### src/include/mul_config.svh
//////////////////////////////
// Multiply unit configuration
// Data width, ROB tag width and
// multiplier pipeline depth
//////////////////////////////

`ifndef MUL_CONFIG_SVH
`define MUL_CONFIG_SVH

// Operand width, RV32 only
`define MUL_XLEN 32

// Reorder-buffer tag width
`define MUL_TAG_W 4

// Multiplier register stages
`define MUL_PIPE_DEPTH 3

// In-flight counter width
// Input reg + pipe stages + two spill entries
`define MUL_CNT_W 3

`endif

### src/design/mul_op_pkg.sv
//////////////////////////////
// Multiply unit operation types
// Opcodes, exception codes, result
// half select and control FSM states
//////////////////////////////

package mul_op_pkg;

  // RV32M multiply opcodes
  // Codes 4 to 7 are illegal for this unit
  typedef enum logic [2:0] {
    MUL_OP_MUL    = 3'd0,
    MUL_OP_MULH   = 3'd1,
    MUL_OP_MULHSU = 3'd2,
    MUL_OP_MULHU  = 3'd3
  } mul_op_e;

  // Exception cause, RISC-V mcause encoding
  typedef logic [3:0] except_code_t;

  // Illegal instruction cause
  localparam except_code_t EXC_ILLEGAL_INSTR = 4'h2;

  // Which product word the last stage returns
  typedef enum logic {
    HALF_LO = 1'b0,
    HALF_HI = 1'b1
  } half_sel_e;

  // Pipeline control FSM
  typedef enum logic [1:0] {
    CTRL_IDLE  = 2'd0,
    CTRL_BUSY  = 2'd1,
    CTRL_FLUSH = 2'd2
  } ctrl_state_e;

endpackage

### src/design/mul_data_pkg.sv
//////////////////////////////
// Multiply unit data types
// Vectors for operands, products
// and reorder-buffer tags
//////////////////////////////

`include "mul_config.svh"

package mul_data_pkg;

  // Architectural register word
  typedef logic [`MUL_XLEN-1:0] word_t;

  // Operand with extra sign bit
  // Lets one signed multiplier cover
  // signed, mixed and unsigned forms
  typedef logic [`MUL_XLEN:0] ext_word_t;

  // Full double-width product
  typedef logic [2*`MUL_XLEN-1:0] prod_t;

  // ROB entry index
  typedef logic [`MUL_TAG_W-1:0] tag_t;

endpackage

### src/design/mul_ifs.sv
//////////////////////////////
// Multiply unit internal buses
// Operand stage bus and the
// result stream with back-pressure
//////////////////////////////

// Operand prep to multiplier pipe
interface mul_stage_if;
  import mul_op_pkg::*;
  import mul_data_pkg::*;

  logic      valid;
  tag_t      tag;
  ext_word_t opa;
  ext_word_t opb;
  half_sel_e half_sel;
  logic      except;

  modport source (output valid, tag, opa, opb, half_sel, except);
  modport sink   (input  valid, tag, opa, opb, half_sel, except);
endinterface

// Multiplier pipe to spill cell
// ready flows back from the spill cell
interface mul_res_if;
  import mul_data_pkg::*;

  logic  valid;
  logic  ready;
  tag_t  tag;
  word_t result;
  logic  except;

  modport source (output valid, tag, result, except, input ready);
  modport sink   (input valid, tag, result, except, output ready);
endinterface

### src/design/mul_operand_prep.sv
//////////////////////////////
// Multiply operand preparation
// Input register, opcode decode and
// operand sign extension
//////////////////////////////

`include "mul_config.svh"

module mul_operand_prep (
  input  logic                     clk_i,
  input  logic                     rst_ni,
  input  logic                     adv_i,
  input  logic                     flush_i,
  input  logic                     valid_i,
  input  mul_op_pkg::mul_op_e      op_i,
  input  mul_data_pkg::tag_t       tag_i,
  input  mul_data_pkg::word_t      rs1_i,
  input  mul_data_pkg::word_t      rs2_i,
  mul_stage_if.source              stage_o
);
  import mul_op_pkg::*;
  import mul_data_pkg::*;

  // Input register
  logic    valid_q;
  mul_op_e op_q;
  tag_t    tag_q;
  word_t   rs1_q;
  word_t   rs2_q;

  // Decode results
  logic      signed_a;
  logic      signed_b;
  half_sel_e half_sel;
  logic      illegal;

  //////////////////////////////
  // Input register
  //////////////////////////////

  // Valid bit, cleared by flush
  always_ff @(posedge clk_i or negedge rst_ni) begin
    if (!rst_ni) begin
      valid_q <= 1'b0;
    end else if (flush_i) begin
      valid_q <= 1'b0;
    end else if (adv_i) begin
      valid_q <= valid_i;
    end
  end

  // Payload, only loaded on an accepted request
  always_ff @(posedge clk_i) begin
    if (adv_i && valid_i) begin
      op_q  <= op_i;
      tag_q <= tag_i;
      rs1_q <= rs1_i;
      rs2_q <= rs2_i;
    end
  end

  //////////////////////////////
  // Opcode decode
  //////////////////////////////

  always_comb begin
    // Unsigned low word by default
    signed_a = 1'b0;
    signed_b = 1'b0;
    half_sel = HALF_LO;
    illegal  = 1'b0;
    case (op_q)
      MUL_OP_MUL: begin
        signed_a = 1'b1;
        signed_b = 1'b1;
      end
      MUL_OP_MULH: begin
        signed_a = 1'b1;
        signed_b = 1'b1;
        half_sel = HALF_HI;
      end
      // rs1 signed, rs2 unsigned
      MUL_OP_MULHSU: begin
        signed_a = 1'b1;
        half_sel = HALF_HI;
      end
      MUL_OP_MULHU: half_sel = HALF_HI;
      // Codes 4 to 7 travel on as exceptions
      default: illegal = 1'b1;
    endcase
  end

  // Extra top bit is the sign or zero
  assign stage_o.valid    = valid_q;
  assign stage_o.tag      = tag_q;
  assign stage_o.opa      = {signed_a & rs1_q[`MUL_XLEN-1], rs1_q};
  assign stage_o.opb      = {signed_b & rs2_q[`MUL_XLEN-1], rs2_q};
  assign stage_o.half_sel = half_sel;
  assign stage_o.except   = illegal;

  // Accepted requests carry a known opcode
  op_known_a : assert property (@(posedge clk_i) disable iff (!rst_ni)
    valid_q |-> !$isunknown(op_q));

endmodule

### src/design/mul_pipe.sv
//////////////////////////////
// Pipelined 33x33 multiplier
// Stall-able stages and final
// product half selection
//////////////////////////////

`include "mul_config.svh"

module mul_pipe #(
  parameter int unsigned PIPE_DEPTH = `MUL_PIPE_DEPTH
) (
  input  logic       clk_i,
  input  logic       rst_ni,
  input  logic       adv_i,
  input  logic       flush_i,
  mul_stage_if.sink  stage_i,
  mul_res_if.source  res_o
);
  import mul_op_pkg::*;
  import mul_data_pkg::*;

  localparam int unsigned XLEN = `MUL_XLEN;
  localparam int unsigned LAST = PIPE_DEPTH - 1;

  // Stage inputs, index 0 fed from the operand stage
  logic      vld_d  [PIPE_DEPTH];
  prod_t     prod_d [PIPE_DEPTH];
  tag_t      tag_d  [PIPE_DEPTH];
  half_sel_e half_d [PIPE_DEPTH];
  logic      exc_d  [PIPE_DEPTH];

  // Stage registers
  logic      vld_q  [PIPE_DEPTH];
  prod_t     prod_q [PIPE_DEPTH];
  tag_t      tag_q  [PIPE_DEPTH];
  half_sel_e half_q [PIPE_DEPTH];
  logic      exc_q  [PIPE_DEPTH];

  // Last stage word
  word_t result;

  //////////////////////////////
  // Multiplier
  //////////////////////////////

  // Signed product of the extended operands
  // Low 2*XLEN bits are exact for all three forms
  assign prod_d[0] = $signed(stage_i.opa) * $signed(stage_i.opb);
  assign vld_d[0]  = stage_i.valid;
  assign tag_d[0]  = stage_i.tag;
  assign half_d[0] = stage_i.half_sel;
  assign exc_d[0]  = stage_i.except;

  //////////////////////////////
  // Pipeline stages
  //////////////////////////////

  for (genvar i = 0; i < PIPE_DEPTH; i++) begin : gen_stage
    // Chain stage i from stage i-1
    if (i > 0) begin : gen_link
      assign vld_d[i]  = vld_q[i-1];
      assign prod_d[i] = prod_q[i-1];
      assign tag_d[i]  = tag_q[i-1];
      assign half_d[i] = half_q[i-1];
      assign exc_d[i]  = exc_q[i-1];
    end

    // Valid bit, cleared by flush
    always_ff @(posedge clk_i or negedge rst_ni) begin
      if (!rst_ni) begin
        vld_q[i] <= 1'b0;
      end else if (flush_i) begin
        vld_q[i] <= 1'b0;
      end else if (adv_i) begin
        vld_q[i] <= vld_d[i];
      end
    end

    // Payload moves only on advance
    always_ff @(posedge clk_i) begin
      if (adv_i) begin
        prod_q[i] <= prod_d[i];
        tag_q[i]  <= tag_d[i];
        half_q[i] <= half_d[i];
        exc_q[i]  <= exc_d[i];
      end
    end

    // Stalled stage keeps its item
    stage_hold_a : assert property (@(posedge clk_i) disable iff (!rst_ni)
      (!adv_i && !flush_i && vld_q[i]) |=>
        (vld_q[i] && $stable(prod_q[i]) && $stable(tag_q[i]) && $stable(exc_q[i])));
  end

  //////////////////////////////
  // Result select
  //////////////////////////////

  always_comb begin
    if (exc_q[LAST]) begin
      // Illegal opcode returns zero
      result = '0;
    end else if (half_q[LAST] == HALF_HI) begin
      result = prod_q[LAST][2*XLEN-1:XLEN];
    end else begin
      result = prod_q[LAST][XLEN-1:0];
    end
  end

  assign res_o.valid  = vld_q[LAST];
  assign res_o.tag    = tag_q[LAST];
  assign res_o.result = result;
  assign res_o.except = exc_q[LAST];

endmodule

### src/design/mul_spill_cell.sv
//////////////////////////////
// Two-entry output spill register
// Main and skid slots, breaks the
// ready path towards the pipe
//////////////////////////////

module mul_spill_cell (
  input  logic                clk_i,
  input  logic                rst_ni,
  input  logic                flush_i,
  mul_res_if.sink             res_i,
  output logic                valid_o,
  input  logic                ready_i,
  output mul_data_pkg::tag_t  tag_o,
  output mul_data_pkg::word_t result_o,
  output logic                except_raised_o
);
  import mul_data_pkg::*;

  // Main slot drives the outputs
  logic  main_vld_q;
  tag_t  main_tag_q;
  word_t main_res_q;
  logic  main_exc_q;

  // Skid slot catches one item during a stall
  logic  skid_vld_q;
  tag_t  skid_tag_q;
  word_t skid_res_q;
  logic  skid_exc_q;

  logic in_fire;
  logic out_fire;
  logic main_load;

  // Ready only depends on registered state
  assign res_i.ready = !(main_vld_q && skid_vld_q);
  assign in_fire     = res_i.valid && res_i.ready;
  assign out_fire    = main_vld_q && ready_i;
  // Main slot free or being drained
  assign main_load   = !main_vld_q || out_fire;

  // Slot occupancy
  always_ff @(posedge clk_i or negedge rst_ni) begin
    if (!rst_ni) begin
      main_vld_q <= 1'b0;
      skid_vld_q <= 1'b0;
    end else if (flush_i) begin
      main_vld_q <= 1'b0;
      skid_vld_q <= 1'b0;
    end else if (main_load) begin
      // Skid item goes first to keep order
      main_vld_q <= skid_vld_q || in_fire;
      skid_vld_q <= 1'b0;
    end else if (in_fire) begin
      skid_vld_q <= 1'b1;
    end
  end

  // Slot payload
  always_ff @(posedge clk_i) begin
    if (main_load) begin
      if (skid_vld_q) begin
        main_tag_q <= skid_tag_q;
        main_res_q <= skid_res_q;
        main_exc_q <= skid_exc_q;
      end else if (in_fire) begin
        main_tag_q <= res_i.tag;
        main_res_q <= res_i.result;
        main_exc_q <= res_i.except;
      end
    end else if (in_fire) begin
      skid_tag_q <= res_i.tag;
      skid_res_q <= res_i.result;
      skid_exc_q <= res_i.except;
    end
  end

  assign valid_o         = main_vld_q;
  assign tag_o           = main_tag_q;
  assign result_o        = main_res_q;
  assign except_raised_o = main_exc_q;

  // Handshake rules towards the ROB side
  valid_hold_a : assert property (@(posedge clk_i) disable iff (!rst_ni)
    (valid_o && !ready_i && !flush_i) |=> valid_o);

  data_hold_a : assert property (@(posedge clk_i) disable iff (!rst_ni)
    (valid_o && !ready_i && !flush_i) |=>
      ($stable(tag_o) && $stable(result_o) && $stable(except_raised_o)));

endmodule

### src/design/mul_ctrl.sv
//////////////////////////////
// Multiply unit pipeline control
// Advance, ready, flush handling and
// in-flight tracking
//////////////////////////////

`include "mul_config.svh"

module mul_ctrl (
  input  logic clk_i,
  input  logic rst_ni,
  input  logic flush_i,
  input  logic in_fire_i,
  input  logic out_fire_i,
  input  logic spill_ready_i,
  output logic adv_o,
  output logic ready_o,
  output logic flush_o
);
  import mul_op_pkg::*;

  // Input reg, pipe stages and two spill slots
  localparam int unsigned CNT_MAX = `MUL_PIPE_DEPTH + 3;

  ctrl_state_e           state_q;
  ctrl_state_e           state_d;
  logic [`MUL_CNT_W-1:0] cnt_q;
  logic [`MUL_CNT_W-1:0] cnt_d;

  //////////////////////////////
  // In-flight counter and FSM
  //////////////////////////////

  always_comb begin
    cnt_d = cnt_q;
    if (flush_i || (state_q == CTRL_FLUSH)) begin
      cnt_d = '0;
    end else if (in_fire_i && !out_fire_i) begin
      cnt_d = cnt_q + 1'b1;
    end else if (!in_fire_i && out_fire_i) begin
      cnt_d = cnt_q - 1'b1;
    end

    case (state_q)
      // Single recovery cycle
      CTRL_FLUSH: state_d = CTRL_IDLE;
      default:    state_d = (cnt_d == '0) ? CTRL_IDLE : CTRL_BUSY;
    endcase
    if (flush_i) begin
      state_d = CTRL_FLUSH;
    end
  end

  // Leaves reset through the flush state
  always_ff @(posedge clk_i or negedge rst_ni) begin
    if (!rst_ni) begin
      state_q <= CTRL_FLUSH;
      cnt_q   <= '0;
    end else begin
      state_q <= state_d;
      cnt_q   <= cnt_d;
    end
  end

  // Whole pipe follows the spill cell
  assign adv_o   = spill_ready_i;
  // No new work in the flush cycle
  assign ready_o = spill_ready_i && (state_q != CTRL_FLUSH);
  // Clears every stage at the next edge
  assign flush_o = flush_i;

  cnt_max_a : assert property (@(posedge clk_i) disable iff (!rst_ni)
    cnt_q <= CNT_MAX);

  // Nothing leaves that never entered
  out_needs_work_a : assert property (@(posedge clk_i) disable iff (!rst_ni)
    (out_fire_i && !flush_i) |-> (cnt_q != '0));

endmodule

### src/design/mul_unit.sv
//////////////////////////////
// RV32M multiply execution unit
// Pipelined MUL, MULH, MULHSU, MULHU
// with valid/ready streaming ports
//////////////////////////////

`include "mul_config.svh"

module mul_unit (
  input  logic                      clk_i,
  input  logic                      rst_ni,
  input  logic                      flush_i,
  // Reservation station side
  input  logic                      valid_i,
  output logic                      ready_o,
  input  mul_op_pkg::mul_op_e       op_i,
  input  mul_data_pkg::tag_t        tag_i,
  input  mul_data_pkg::word_t       rs1_i,
  input  mul_data_pkg::word_t       rs2_i,
  // Result side
  output logic                      valid_o,
  input  logic                      ready_i,
  output mul_data_pkg::tag_t        tag_o,
  output mul_data_pkg::word_t       result_o,
  output logic                      except_raised_o,
  output mul_op_pkg::except_code_t  except_code_o
);
  import mul_op_pkg::*;

  logic adv;
  logic flush_q;
  logic in_fire;
  logic out_fire;

  mul_stage_if stage_if ();
  mul_res_if   res_if ();

  // Handshake events at both ends
  assign in_fire  = valid_i && ready_o;
  assign out_fire = valid_o && ready_i;

  mul_ctrl i_ctrl (
    .clk_i         (clk_i),
    .rst_ni        (rst_ni),
    .flush_i       (flush_i),
    .in_fire_i     (in_fire),
    .out_fire_i    (out_fire),
    .spill_ready_i (res_if.ready),
    .adv_o         (adv),
    .ready_o       (ready_o),
    .flush_o       (flush_q)
  );

  // Only accepted requests enter the input register
  mul_operand_prep i_prep (
    .clk_i   (clk_i),
    .rst_ni  (rst_ni),
    .adv_i   (adv),
    .flush_i (flush_q),
    .valid_i (in_fire),
    .op_i    (op_i),
    .tag_i   (tag_i),
    .rs1_i   (rs1_i),
    .rs2_i   (rs2_i),
    .stage_o (stage_if)
  );

  mul_pipe #(
    .PIPE_DEPTH (`MUL_PIPE_DEPTH)
  ) i_pipe (
    .clk_i   (clk_i),
    .rst_ni  (rst_ni),
    .adv_i   (adv),
    .flush_i (flush_q),
    .stage_i (stage_if),
    .res_o   (res_if)
  );

  mul_spill_cell i_spill (
    .clk_i           (clk_i),
    .rst_ni          (rst_ni),
    .flush_i         (flush_q),
    .res_i           (res_if),
    .valid_o         (valid_o),
    .ready_i         (ready_i),
    .tag_o           (tag_o),
    .result_o        (result_o),
    .except_raised_o (except_raised_o)
  );

  // Only exception this unit can raise
  assign except_code_o = EXC_ILLEGAL_INSTR;

endmodule

### config.mk
export PLATFORM = sky130hd
export DESIGN_NAME = mul_unit
export DESIGN_NICKNAME = d
export VERILOG_FILES = /design/src/design/mul_op_pkg.sv /design/src/design/mul_data_pkg.sv /design/src/design/mul_ifs.sv /design/src/design/mul_operand_prep.sv /design/src/design/mul_pipe.sv /design/src/design/mul_spill_cell.sv /design/src/design/mul_ctrl.sv /design/src/design/mul_unit.sv
export VERILOG_INCLUDE_DIRS = /design/src /design/src/include
export SDC_FILE = /design/constraint.sdc
export NUM_CORES = 2
export LEC_CHECK = 0
export BUFFER_PORTS_ARGS = -buffer_cell sky130_fd_sc_hd__buf_2
export CORE_ASPECT_RATIO = 0.75
export CORE_MARGIN = 2
export CORE_UTILIZATION = 30
export CTS_CLUSTER_DIAMETER = 120
export DETAILED_ROUTE_END_ITERATION = 8
export HOLD_SLACK_MARGIN = 0.06
export PLACE_DENSITY = 0.47
export SETUP_SLACK_MARGIN = 0.05
export SLEW_MARGIN = 20
export SYNTH_ARGS = -nofsm -noshare
export SYNTH_HDL_FRONTEND = slang
export SYNTH_SLANG_ARGS = --single-unit
### constraint.sdc
create_clock -name clk_i -period 10.51 [get_ports clk_i]
set_input_delay 1.051 -clock clk_i [delete_from_list [all_inputs] [get_ports clk_i]]
set_output_delay 1.051 -clock clk_i [all_outputs]
set_load 0.02 [all_outputs]
Word-level counts from Yosys, hierarchy flattened:

Memory sizes are Yosys's and may differ from the RTL's.
Cells that the tools add are included.

* bitwise gates (word level): 3
* multiplexer cells: 32
* eq/ne operators: 6
* multiply operators: 1
* add/subtract/negate cells: 2
* reduce and logical (&&, ||, !) cells: 26

Operator list (number)
* 32-bit 2-to-1 mux: 4
* 33-bit by 33-bit multiplier with 64-bit output: 1
* 1-bit 2-to-1 mux: 21
* 3-bit 2-to-1 mux: 3
* 1-bit logical AND: 8
* 4-bit 2-to-1 mux: 2
* 3-bit by 2-bit == test with 1-bit output (second input constant): 2
* 3-bit logical NOT: 2
* 3-bit OR reduction: 2
* 1-bit logical NOT: 4
* 2-bit 2-to-1 mux: 2
* 2-bit != test (second input constant): 2
* 2-bit AND reduction: 2
* 2-bit nonzero test: 2
* 4-bit OR reduction: 1
* 3-bit by 1-bit adder with 3-bit output (second input constant): 1
* 3-bit by 1-bit == test with 1-bit output (second input constant): 1
* 1-bit logical OR: 3
* 3-bit nonzero test: 1
* 3-bit by 1-bit subtractor with 3-bit output (second input constant): 1
* 1-bit bitwise AND: 2
* 2-bit == test (second input constant): 1
* 2-bit OR reduction: 1
* 1-bit inverter: 1

* bits in writable memories: 210
* output and inout port bits: 43
* bits of input ports: 76
* register bits: 156
* memories: 4
* logic and storage cells: 92

Memories
* i_pipe.prod_q: depth 3, bits a word 64, read ports 3, clocked after memory_dff 0, write ports 3, line mul_pipe.sv:34 `prod_t prod_q [PIPE_DEPTH];`
* i_pipe.tag_q: depth 3, bits a word 4, read ports 3, clocked after memory_dff 0, write ports 3, line mul_pipe.sv:35 `tag_t tag_q [PIPE_DEPTH];`
* i_pipe.exc_q: depth 3, bits a word 1, read ports 3, clocked after memory_dff 0, write ports 3, line mul_pipe.sv:37 `logic exc_q [PIPE_DEPTH];`
* i_pipe.half_q: depth 3, bits a word 1, read ports 3, clocked after memory_dff 0, write ports 3, line mul_pipe.sv:36 `half_sel_e half_q [PIPE_DEPTH];`

Logic depth before layout (Yosys ltp):

* depth after elaboration: 13
* mapped depth: 30

Hierarchy:

From an unflattened synthesis, not the netlist that was laid out.

* cells, all modules: 4665
* area, all modules: 50400.8 um^2

Modules (own cells, without submodules)
* mul_pipe: area each 45018.2 um^2, sequential area each 6381.1 um^2, times used 1, cells an instance 4418
* mul_spill_cell: area each 2778.9 um^2, sequential area each 2272.2 um^2, times used 1, cells an instance 124
* mul_operand_prep: area each 2218.4 um^2, sequential area each 2157.1 um^2, times used 1, cells an instance 81
* mul_ctrl: area each 335.3 um^2, sequential area each 126.4 um^2, times used 1, cells an instance 34
* mul_unit: area each 50.0 um^2, sequential area each 0.0 um^2, times used 1, cells an instance 8

Worst setup path after synthesis:

OpenSTA, ideal clock, no wires.

* kind: register to register
* start: register i_prep.op_q[2]
* end: memory i_pipe.prod_q[0][63] in the netlist's numbering (data pin)
* data arrival time: 8155 ps
* cell stages (with the launch flop): 28
* path buffers: 2
* setup time: 152 ps
* clock period less this slack: 8306 ps
* data required time: 10358 ps
* setup slack: 2204 ps
* path through: edfxtp_1 a211oi_1 clkbuf_1 and2_1 fa_1 fa_1 fa_1 inv_1 fa_1 inv_1 fa_1 fa_1 fa_1 inv_1 fa_1 inv_1 ha_1 clkbuf_1 a21o_1 a21o_1 a21o_1 a21o_1 a21oi_1 o21bai_1 a21oi_1 mux2i_1 o21ai_0 a31oi_1

RTL lines
* start: declaration: line mul_operand_prep.sv:26 `mul_op_e op_q;`
* start signal: assignment: line mul_operand_prep.sv:55 `op_q <= op_i;`
* end: declaration: line mul_pipe.sv:34

==> impl_results.md <==
* Status: complete, no violations
* Largest cells by area after synthesis: fa_1 45%, edfxtp_1 21%, inv_1 8.8%
* MaxCap Viol Count at 0
* Vias per cell at between 4 and 5
* Avg Cell Area, Syn at between 10 and 15 um^2
* FF-to-FF Start: i_prep.op_q[2]$_DFFE_PP_
* Fin crit share at just under 90%
* Worst Reg-to-Reg Cells at 26
* Final Skew at approximately 0.055 ns
* Num rows at 129
* Fin. max-slew vios at 0
* All-layer global routing usage at approximately 17%
* Drt total wl at approximately 140000 um
* CP peak stage delay at 0.84 ns
* Clk buf depth at 3
* Clock sink total at between 300 and 400
* Synth top cells by count: 1176 x inv_1, 1125 x fa_1, 856 x nand2_1
* Final GP Congestion at about 0.86
* FMAX at ~110 MHz
* Min Tclk post-route at 9.14 ns
* RSZ-0062 raised after global routing: no
* Crit-path slowest cell: fa_1
* Initial Util at a little under a third
* DP HPWL at between 100000 and 150000 um
* WL/cell at slightly below 20 um
* DRT iter0 DRCs at about 2000
* Worst Path Required at approximately 11 ns
* Post-synth EDFFs at between 300 and 400
* Worst hold path type: input port to asynchronous set/reset pin
* Total grt overflow at 0
* Final Hold Vio Count at 0
* CP Launch Point: i_prep.op_q[2]$_DFFE_PP_
* WP data arrival at approximately 9.6 ns
* TritonCTS clock tree: built
* Synth Warn # at 0
* Final TNS setup at 0 ns
* Worst-Margin Slew at around 1.1 ns
* IO Pins at around 120
* Layout cells sized above 1 at under 10%
* Antenna violations before repair at 8
* Synth async-reset ratio at 3.01%
* Synth Register Bits at 366
* Core ar. at roughly 170000 um^2
* CTS Buf Count at between 40 and 50
* Hold buffers post-CTS at 0
* Primary FF master, synth: edfxtp_1
* Chip Height at between 300 and 400 um
* Top-count cell post-synth: inv_1
* Area share of the largest cell type after synthesis at 45.1%
* Vias in the first global route at about 34000
* First-pass GRT wire length at 216000 um
* Pin count of the biggest net entering global routing at around 170
* Yosys top cell by area: fa_1
* Routed Antenna Nets at 0
* CP max FO at 13
* # port buffers at approximately 110
* Filler cell count at between 15000 and 20000
* Max-slew headroom at between 20 and 30%
* CTS root buf: clkbuf_16
* Cell repeated most along the worst path: fa_1
* Drt first pass iters at 5
* Startpoint types: flip-flop
* Residual DRC at 0
* Synthesized instance count at around 4800
* Post-synth cell types at 68
* H-tree levels at 2
* Clk_lat worst skew at between 0.6 and 0.7 ns
* Chip Width at between 400 and 500 um
* # setup viols final at 0
* Seq/Total Area, Yosys at between 20% and 30%
* Post-CTS Repair Setup Buffers at 0
* Layout area overhead at 9.39%
* Clock-pin slew on the worst setup and hold paths at approximately 0.06 ns
* Worst setup EP type: flip-flop
* Mapped Area at about 50000 um^2
* Via count at ~32000
* Critical path class: flip-flop to flip-flop
* Die area at 170000 um^2
* Fin nets at approximately 6200
* Post-CTS Resized at 0
==> per-layer routing <==
layer	vias up	global-route usage, %	wire [um]
li1	14100	-	-
met1	16700	27.3	73100
met2	796	23.0	53900
met3	81	3.13	8570
met4	2	2.11	1360
met5	-	0	13
==> critical path: cells and delay by family, from the launching register on <==
family | cells | cell delay, ns
fa+ha+maj | 9 | 5.03
compound gates | 10 | 2.30
buf+inv | 5 | 0.67
flops | 1 | 0.48
simple gates | 1 | 0.29
mux | 1 | 0.19
==> layout by cell type, fill, tap and decap left out, drive strengths merged, types with 10 or more instances in the layout <==
cell type and instances:
inv 1181, and2 280, o31ai 37, fa 1125
a21o 38, buf 212, xor2 20, xnor2 53
nor3 10, nand3 24, nand2 856, nor2 96
dfrtp 10, clkbuf 47, ha 214, o21ai 36
a21oi 64, mux2i 33, clkinv 23, edfxtp 355
nand2b 10
==> path summary, 6_finish.rpt <==
check	end	slack, ns
worst max-delay path	i_pipe.prod_q[0][63]$_DFFE_PN_	1.37
max in group asynchronous	i_ctrl.state_q[1]$_DFF_PN1_	9.94
worst max register to register	i_pipe.prod_q[0][63]$_DFFE_PN_	1.37
min in group clk_i	i_pipe.prod_q[0][90]$_DFFE_PN_	0.41
worst min-delay path	i_ctrl.cnt_q[0]$_DFF_PN0_	0.30
worst min register to register	i_pipe.prod_q[0][90]$_DFFE_PN_	0.41
==> stage by stage <==
stage               worst slack (ns)  instances  util (%)  hold WS [ns]  area (um^2)
finish                          1.37       7068      33.1         0.305        54700
global route                   0.827       7065      33.1         0.279        54700
CTS                             1.31       7065      33.1         0.261        54700
detailed placement              1.34       6984      32.2         0.405        53200
global placement                1.42       6981      32.2         0.400        53200
floorplan                       2.20       4788         -         0.400        50000
==> final cells by class <==
cell class | count | area [um^2] | area share [%]
clock inverter | 34 | 305 | 0.558
tap | 2227 | 2790 | 5.10
antenna | 3 | 7.51 | 0.0137
clock buffer | 47 | 1130 | 2.07
multi-input combinational | 3003 | 33700 | 61.7
sequential | 366 | 10900 | 20.0
inverter | 1176 | 4420 | 8.08
timing repair buffer | 212 | 1350 | 2.48
==> cells by family (layout without fill, tap and decap cells) <==
family                   Yosys count  in the layout  share of synthesized area, %
adder cells (fa/ha/maj)         1339           1339                          50.4
AO/OA/AOI/OAI                    235            235                          3.29
buffers and inverters           1419           1469                          10.7
multiplexers                      38             38                         0.774
flip-flops                       366            366                          21.9
AND/OR/NAND/NOR                 1314           1314                          11.6
other                              2              7                        0.0150
XOR/XNOR                          73             73                          1.28
==> registers in the layout, summed over array words and instances (netlist names), 4 cells and up <==
signal and count:
i_prep.rs1_q 32, i_prep.stage_o.tag 4, i_pipe.tag_q 12, i_spill.result_o 32
i_spill.skid_tag_q 4, i_pipe.prod_q 192, i_prep.rs2_q 32, i_spill.tag_o 4
i_spill.skid_res_q 32
Power is left out: the tool's default activity adds up to more than one toggle a clock period on the data nets, which glitch-free logic cannot reach.
